`src/logic/ooo_cfg.svh`:
```
`ifndef OOO_CFG_SVH
`define OOO_CFG_SVH

// Data path width.
`define XLEN 32

// Architectural registers x0 to x31.
`define REG_NUM 32

// Reorder buffer entries, tagged 1 to ROB_DEPTH.
`define ROB_DEPTH 8

// Tag 0 is reserved for "no producer", so one extra bit.
`define TAG_W 4

// Identical ALU reservation stations.
`define NUM_STATIONS 4

`endif
```
`src/logic/isaPkg.sv`:
```
package isaPkg;

    typedef enum logic [6:0] {
        OpcOp    = 7'b0110011,
        OpcOpImm = 7'b0010011,
        OpcLui   = 7'b0110111
    } opcodeT;

    typedef enum logic [3:0] {
        AluAdd = 4'd0,
        AluSub = 4'd1,
        AluAnd = 4'd2,
        AluOr  = 4'd3,
        AluXor = 4'd4,
        AluSll = 4'd5,
        AluSrl = 4'd6
    } aluOpT;

    localparam logic [2:0] F3AddSub = 3'b000;
    localparam logic [2:0] F3Sll    = 3'b001;
    localparam logic [2:0] F3Xor    = 3'b100;
    localparam logic [2:0] F3Srl    = 3'b101;
    localparam logic [2:0] F3Or     = 3'b110;
    localparam logic [2:0] F3And    = 3'b111;

    typedef struct packed {
        logic [6:0] funct7;
        logic [4:0] rs2;
        logic [4:0] rs1;
        logic [2:0] funct3;
        logic [4:0] rd;
        opcodeT     opcode;
    } rTypeT;

    typedef struct packed {
        logic [11:0] imm12;
        logic [4:0]  rs1;
        logic [2:0]  funct3;
        logic [4:0]  rd;
        opcodeT      opcode;
    } iTypeT;

    // LUI upper field is imm12, rs1 and funct3 of the I view.
    typedef union packed {
        rTypeT r;
        iTypeT i;
    } instWordU;

endpackage

```
`src/logic/robPkg.sv`:
```
`include "ooo_cfg.svh"

package robPkg;
    import isaPkg::*;

    localparam int RobIdxW = $clog2(`ROB_DEPTH);

    typedef logic [`TAG_W-1:0] tagT;

    typedef struct packed {
        logic [`XLEN-1:0] value;
        tagT              tag;    // Ready when zero.
    } operandT;

    typedef struct packed {
        aluOpT      aluOp;
        operandT    src1;
        operandT    src2;
        tagT        destTag;
        logic [4:0] rd;
    } dispatchT;

    typedef struct packed {
        tagT              tag;
        logic [`XLEN-1:0] value;
    } resultT;

    // Entry index of a nonzero tag.
    function automatic logic [RobIdxW-1:0] tagIdx(input tagT t);
        return RobIdxW'(t - tagT'(1));
    endfunction

endpackage

```
`src/logic/oooIfc.sv`:
```
`timescale 1ns/1ns
`include "ooo_cfg.svh"

interface dispatchIfc import robPkg::*; ();
    logic [`NUM_STATIONS-1:0] valid;    // One-hot, lowest free station.
    dispatchT                 payload;
    logic [`NUM_STATIONS-1:0] busy;

    modport source (
        output valid,
        output payload,
        input  busy
    );

    modport sink (
        input  valid,
        input  payload,
        output busy
    );
endinterface

interface resultIfc import robPkg::*; ();
    logic   [`NUM_STATIONS-1:0] req;
    resultT [`NUM_STATIONS-1:0] stationRes;
    logic   [`NUM_STATIONS-1:0] grant;
    logic                       bcValid;    // Common result bus.
    resultT                     bcRes;

    modport station (
        output req,
        output stationRes,
        input  grant,
        input  bcValid,
        input  bcRes
    );

    modport arbiter (
        input  req,
        input  stationRes,
        output grant,
        output bcValid,
        output bcRes
    );

    modport listener (
        input bcValid,
        input bcRes
    );
endinterface

```
`src/logic/regRename.sv`:
```
`timescale 1ns/1ns
`include "ooo_cfg.svh"

module regRename import isaPkg::*, robPkg::*; (
    input  logic             clk,
    input  logic             rst,
    input  logic             instValid,
    input  instWordU         instWord,
    output logic             instReady,
    input  tagT              freeTag,
    input  logic             allocOk,
    dispatchIfc.source       disp,
    resultIfc.listener       res,
    input  logic             commitEn,
    input  logic [4:0]       commitRd,
    input  tagT              commitTag,
    input  logic [`XLEN-1:0] commitData
);
    logic [`XLEN-1:0]         regVal  [`REG_NUM];
    tagT                      regTag  [`REG_NUM];
    logic                     tagDone [`ROB_DEPTH];
    logic [`XLEN-1:0]         tagVal  [`ROB_DEPTH];
    logic                     live;
    logic                     accept;
    logic [`NUM_STATIONS-1:0] freeVec;
    logic [`NUM_STATIONS-1:0] firstFree;
    logic [4:0]               rdIdx;

    // Value or pending tag, with broadcast and finished-tag bypass.
    function automatic operandT readOperand(input logic [4:0] idx);
        operandT op;
        op.value = regVal[idx];
        op.tag   = regTag[idx];
        if (op.tag != '0) begin
            if (res.bcValid && res.bcRes.tag == op.tag) begin
                op.value = res.bcRes.value;
                op.tag   = '0;
            end else if (tagDone[tagIdx(op.tag)]) begin
                op.value = tagVal[tagIdx(op.tag)];
                op.tag   = '0;
            end
        end
        return op;
    endfunction

    assign rdIdx     = instWord.r.rd;
    assign freeVec   = ~disp.busy;
    assign firstFree = freeVec & (~freeVec + 1'b1);
    assign instReady = live && allocOk && (|freeVec);
    assign accept    = instValid && instReady;
    assign disp.valid = accept ? firstFree : '0;

    always_comb begin
        disp.payload.aluOp   = AluAdd;
        disp.payload.src1    = readOperand(instWord.r.rs1);
        disp.payload.src2    = readOperand(instWord.r.rs2);
        disp.payload.destTag = freeTag;
        disp.payload.rd      = rdIdx;
        case (instWord.r.opcode)
            OpcOp: begin
                case (instWord.r.funct3)
                    F3AddSub: disp.payload.aluOp = instWord.r.funct7[5] ? AluSub : AluAdd;
                    F3Sll:    disp.payload.aluOp = AluSll;
                    F3Xor:    disp.payload.aluOp = AluXor;
                    F3Srl:    disp.payload.aluOp = AluSrl;
                    F3Or:     disp.payload.aluOp = AluOr;
                    F3And:    disp.payload.aluOp = AluAnd;
                    default:  disp.payload.aluOp = AluAdd;
                endcase
            end
            OpcOpImm: begin
                disp.payload.src2 = '{value: {{(`XLEN-12){instWord.i.imm12[11]}},
                                              instWord.i.imm12},
                                      tag: '0};
                case (instWord.i.funct3)
                    F3Xor:   disp.payload.aluOp = AluXor;
                    F3Or:    disp.payload.aluOp = AluOr;
                    F3And:   disp.payload.aluOp = AluAnd;
                    default: disp.payload.aluOp = AluAdd;
                endcase
            end
            OpcLui: begin
                disp.payload.src1 = '{value: '0, tag: '0};    // 0 + upper immediate.
                disp.payload.src2 = '{value: {instWord.i.imm12, instWord.i.rs1,
                                              instWord.i.funct3, 12'b0},
                                      tag: '0};
            end
            default: ;
        endcase
    end

    always_ff @(posedge clk) begin
        if (rst) begin
            live <= 1'b0;
            for (int r = 0; r < `REG_NUM; r++) begin
                regVal[r] <= '0;
                regTag[r] <= '0;
            end
            for (int t = 0; t < `ROB_DEPTH; t++) begin
                tagDone[t] <= 1'b0;
            end
        end else begin
            live <= 1'b1;
            // Only the newest producer may clear the tag.
            if (commitEn && regTag[commitRd] == commitTag) begin
                regVal[commitRd] <= commitData;
                regTag[commitRd] <= '0;
            end
            if (res.bcValid) begin
                tagDone[tagIdx(res.bcRes.tag)] <= 1'b1;
            end
            if (accept) begin
                tagDone[tagIdx(freeTag)] <= 1'b0;
                if (rdIdx != '0) begin
                    regTag[rdIdx] <= freeTag;    // Overrides a same-edge commit.
                end
            end
        end
    end

    always_ff @(posedge clk) begin
        if (res.bcValid) begin
            tagVal[tagIdx(res.bcRes.tag)] <= res.bcRes.value;
        end
    end

endmodule

```
`src/flat_wrapper.sv`:
```
// flat-port wrapper written by rule: the top's interface ports become plain ports
module regRename_flat import isaPkg::*, robPkg::*;
  (clk, rst, instValid, instWord, instReady, freeTag, allocOk, commitEn, commitRd, commitTag, commitData, disp_valid, disp_payload, disp_busy, res_bcValid, res_bcRes);
  dispatchIfc disp_i ();
  resultIfc res_i ();
  input  logic clk;
  input  logic rst;
  input  logic instValid;
  input  instWordU instWord;
  output logic instReady;
  input  tagT freeTag;
  input  logic allocOk;
  input  logic commitEn;
  input  logic [4:0] commitRd;
  input  tagT commitTag;
  input  logic [`XLEN-1:0] commitData;
  output wire logic [$bits(disp_i.valid)-1:0] disp_valid;
  output wire logic [$bits(disp_i.payload)-1:0] disp_payload;
  input wire logic [$bits(disp_i.busy)-1:0] disp_busy;
  input wire logic [$bits(res_i.bcValid)-1:0] res_bcValid;
  input wire logic [$bits(res_i.bcRes)-1:0] res_bcRes;
  assign disp_valid = disp_i.valid;
  assign disp_payload = disp_i.payload;
  assign disp_i.busy = disp_busy;
  assign res_i.bcValid = res_bcValid;
  assign res_i.bcRes = res_bcRes;
  regRename u_core (.clk(clk), .rst(rst), .instValid(instValid), .instWord(instWord), .instReady(instReady), .freeTag(freeTag), .allocOk(allocOk), .disp(disp_i), .res(res_i), .commitEn(commitEn), .commitRd(commitRd), .commitTag(commitTag), .commitData(commitData));
endmodule
```
`config.mk`:
```
export PLATFORM = sky130hd
export DESIGN_NAME = regRename_flat
export DESIGN_NICKNAME = d
export VERILOG_FILES = /design/src/logic/isaPkg.sv /design/src/logic/robPkg.sv /design/src/logic/oooIfc.sv /design/src/logic/regRename.sv /design/src/flat_wrapper.sv
export VERILOG_INCLUDE_DIRS = /design/src /design/src/logic
export SDC_FILE = /design/constraint.sdc
export NUM_CORES = 2
export LEC_CHECK = 0
export BUFFER_PORTS_ARGS = -buffer_cell sky130_fd_sc_hd__clkbuf_2
export CAP_MARGIN = 20
export CORE_ASPECT_RATIO = 1.1
export CORE_MARGIN = 3
export CORE_UTILIZATION = 50
export CTS_BUF_LIST = sky130_fd_sc_hd__clkbuf_2
export DETAILED_ROUTE_END_ITERATION = 10
export PLACE_DENSITY = 0.66
export SLEW_MARGIN = 20
export SYNTH_ARGS = -nofsm -noshare
export SYNTH_HDL_FRONTEND = slang
export SYNTH_SLANG_ARGS = --single-unit
```
`constraint.sdc`:
```
create_clock -name clk -period 10.5 [get_ports clk]
set_input_delay 3.15 -clock clk [delete_from_list [all_inputs] [get_ports clk]]
set_output_delay 3.15 -clock clk [all_outputs]
set_load 0.02 [all_outputs]
```
==> run summary <==
Fin cells -> 7,412
Total CTS buffers -> 376
Longest Clk Path Bufs -> 4
Req. time, crit path -> 7350 ps
Crit path capture type -> output port
Unrepaired setup endpoints after global routing -> no
Nets -> 5,214
Distinct cell type count after synthesis -> 60
Status -> complete, no violations
Core box area -> 0.152 mm2
Synth area leaders -> edfxtp_1 (55%), mux4_2 (25%), and2_1 (8.4%), clkbuf_1 (2.0%), mux2i_1 (1.6%)
GRT Total Usage -> 33.8%
Max rail drop VDD -> 0.0000991 V
DRT iter0 DRCs -> 7,808
First-pass GRT wire length -> 373,000 um
F_max -> 0.0966 GHz
Max Fanout on Critical Path -> 20
Post-route DRC -> 0
# clock sinks -> 1,417
Port Buffer Count -> 211
Initial antenna violation count -> 38
Drt wl/cell -> 35.8 um
Post-synthesis sequential area ratio -> 55.4%
Period utilization -> 98.6%
Layout cells sized above 1 -> 37.9%
CTS Root Cell -> clkbuf_2
Vias/cell -> 6.80
Largest area contributor in the netlist -> edfxtp_1
Vias -> 50,370
Slew Viols, Final -> 0
Final min period -> 10,350 ps
Final hold violations -> 0
Hold_ws -> 637 ps
Area Overhead vs Synth -> 10.2%
Post-CTS setup buffers -> 0
Die footprint -> 0.158 mm2
CTS tree -> done
Die width -> 379 um
Placed Cells -> 6,761
Drt first pass iters -> 6
#FFs+latches synth -> 1,417
P_leak -> 0.0306 uW
Total negative slack -> 0 ps
Slew headroom -> 14.6%
Maximum Capacitance Violations -> 0
Largest net degree at the start of global routing -> 127
Worst-Margin Slew -> 1280 ps
DP Wirelength -> 161,000 um
Starting Density -> 50.4%
P per Cell Area -> 152 mW/mm2
GPL Wtd Cong -> 0.928
Total gr overflow -> 0
Utilization after layout -> 55.5%
Row cnt -> 150
Yosys warnings -> 0
Fillers -> 12,016
Startpoint type of the worst setup path -> input port
Htree depth -> 5
Synth async-reset ratio -> 0%
Post-Syn Area per Cell -> 16.0 um2
Remaining antenna violation count -> 0
Clock skew -> 210 ps
EDFF count, synth -> 1,408
Kind of critical path -> input port to output port
CP arrival -> 7200 ps
Power, Total -> 12,800 uW
Mapped Cells -> 4,780
Number of global-route vias before repair -> 49,863
Top cell type's share of synthesized area -> 55.2%
Worst hold path type -> flop to flop
Clk_lat worst skew -> 1920 ps
Prevailing post-synth register cell -> edfxtp_1
Final Setup Violations -> 0
Reg clk slew, reported paths -> 110 ps
I/O pin count -> 213
Mapped Area -> 0.0767 mm2
Routed WL -> 265,000 um
Height of the die -> 417 um
layout by cell type, fill, tap and decap left out, types with 71 or more instances in the layout:
cell and instances:
mux4_2 849, buf_4 201, clkbuf_2 730, and2_1 1029, and3_1 154, mux2i_1 124, edfxtp_1 1408, nand2_1 107
a21oi_1 71
worst max-delay path, cell delays in order:
cell	delay, ps
buf_8	210
mux4_2	550
mux4_2	480
mux2_4	310
inv_1	120
ha_4	140
a21boi_0	190
buf_4	160
nor2b_4	50
buf_4	240
a22o_1	300
a211oi_4	300
buf_12	220
nor2b_2	470
clkbuf_2	260
power by group:
| group | switching (uW) | internal, uW | total (uW) |
|---|---|---|---|
| sequential | 112 | 6420 | 6530 |
| combinational | 1450 | 1050 | 2510 |
| clock | 2360 | 1440 | 3800 |
| total | 3920 | 8920 | 12800 |
what timing repair did:
action,CTS,global route
hold buffers,0,0
endpoints found under the setup margin,2,13
gates resized for setup,2,3
pin swaps,0,0
through the flow:
stage	worst slack [ps]	area [um2]
2_1_floorplan	178	76700
3_3_place_gp	-136	81200
3_5_place_dp	-72.5	81200
4_1_cts	52.5	84300
5_1_grt	28.2	84400
6_report	150	84400
kinds of logic after synthesis:
logic type	after synthesis	synth area share [%]
AOI/OAI and AO/OA	282	2.39
xor gates and xnor gates	15	0.171
adders and majority gates	4	0.0653
buffers and inverters	525	2.74
DFF	1417	55.4
muxes	1042	27.6
other	1	0.00489
and+or+nand+nor	1494	11.7
cells in the mapped netlist (26+ instances only):
| cell type | n |
|---|---|
| nand2_1 | 107 |
| nor2_1 | 59 |
| a22oi_1 | 57 |
| mux2_2 | 68 |
| clkbuf_1 | 403 |
| buf_2 | 26 |
| a21o_1 | 31 |
| nand3_1 | 36 |
| buf_1 | 65 |
| a21oi_1 | 71 |
| mux4_2 | 849 |
| and2_1 | 1029 |
| mux2i_1 | 124 |
| and3_1 | 155 |
| o21ai_0 | 60 |
| edfxtp_1 | 1408 |
area by class of cell:
cell class	instances	area, um2	area share (%)
repair buffers	442	3280	3.88
clock inverters	94	480	0.569
diodes	28	70.1	0.0830
clock buffers	529	2650	3.14
flip-flops and latches	1417	42500	50.3
multi-input cells	2842	32900	39.0
inverters	8	31.3	0.0370
well taps	2052	2570	3.04
registers in the layout, summed over array words and instances, names as in the netlist:
| signal | count |
|---|---|
| u_core.tagDone | 8 |
| u_core.regTag | 128 |
| u_core.tagVal | 256 |
| u_core.regVal | 1024 |
| u_core.live | 1 |
path summary, 6_finish.rpt:
path | cells after the start | slack [ps] | startpoint | end
worst max-delay path | 15 | 150 | instWord[15] | disp_payload[46]
worst min-delay path | 2 | 640 | u_core.tagDone[1] | u_core.tagDone[1]
worst max register to register | 11 | 5110 | u_core.regTag[25][1] | u_core.regVal[12][5]
worst min register to register | 2 | 640 | u_core.tagDone[1] | u_core.tagDone[1]
per-layer routing:
layer / vias up / part of all wire [%] / track usage [%]
li1: 19775 / - / -
met4: 6 / 4.7 / 15.6
met1: 26158 / 36 / 44.9
met5: - / 0.011 / 0
met2: 3781 / 47 / 52.3
met3: 650 / 12 / 9.10
Power figures use the tool's default switching activity.
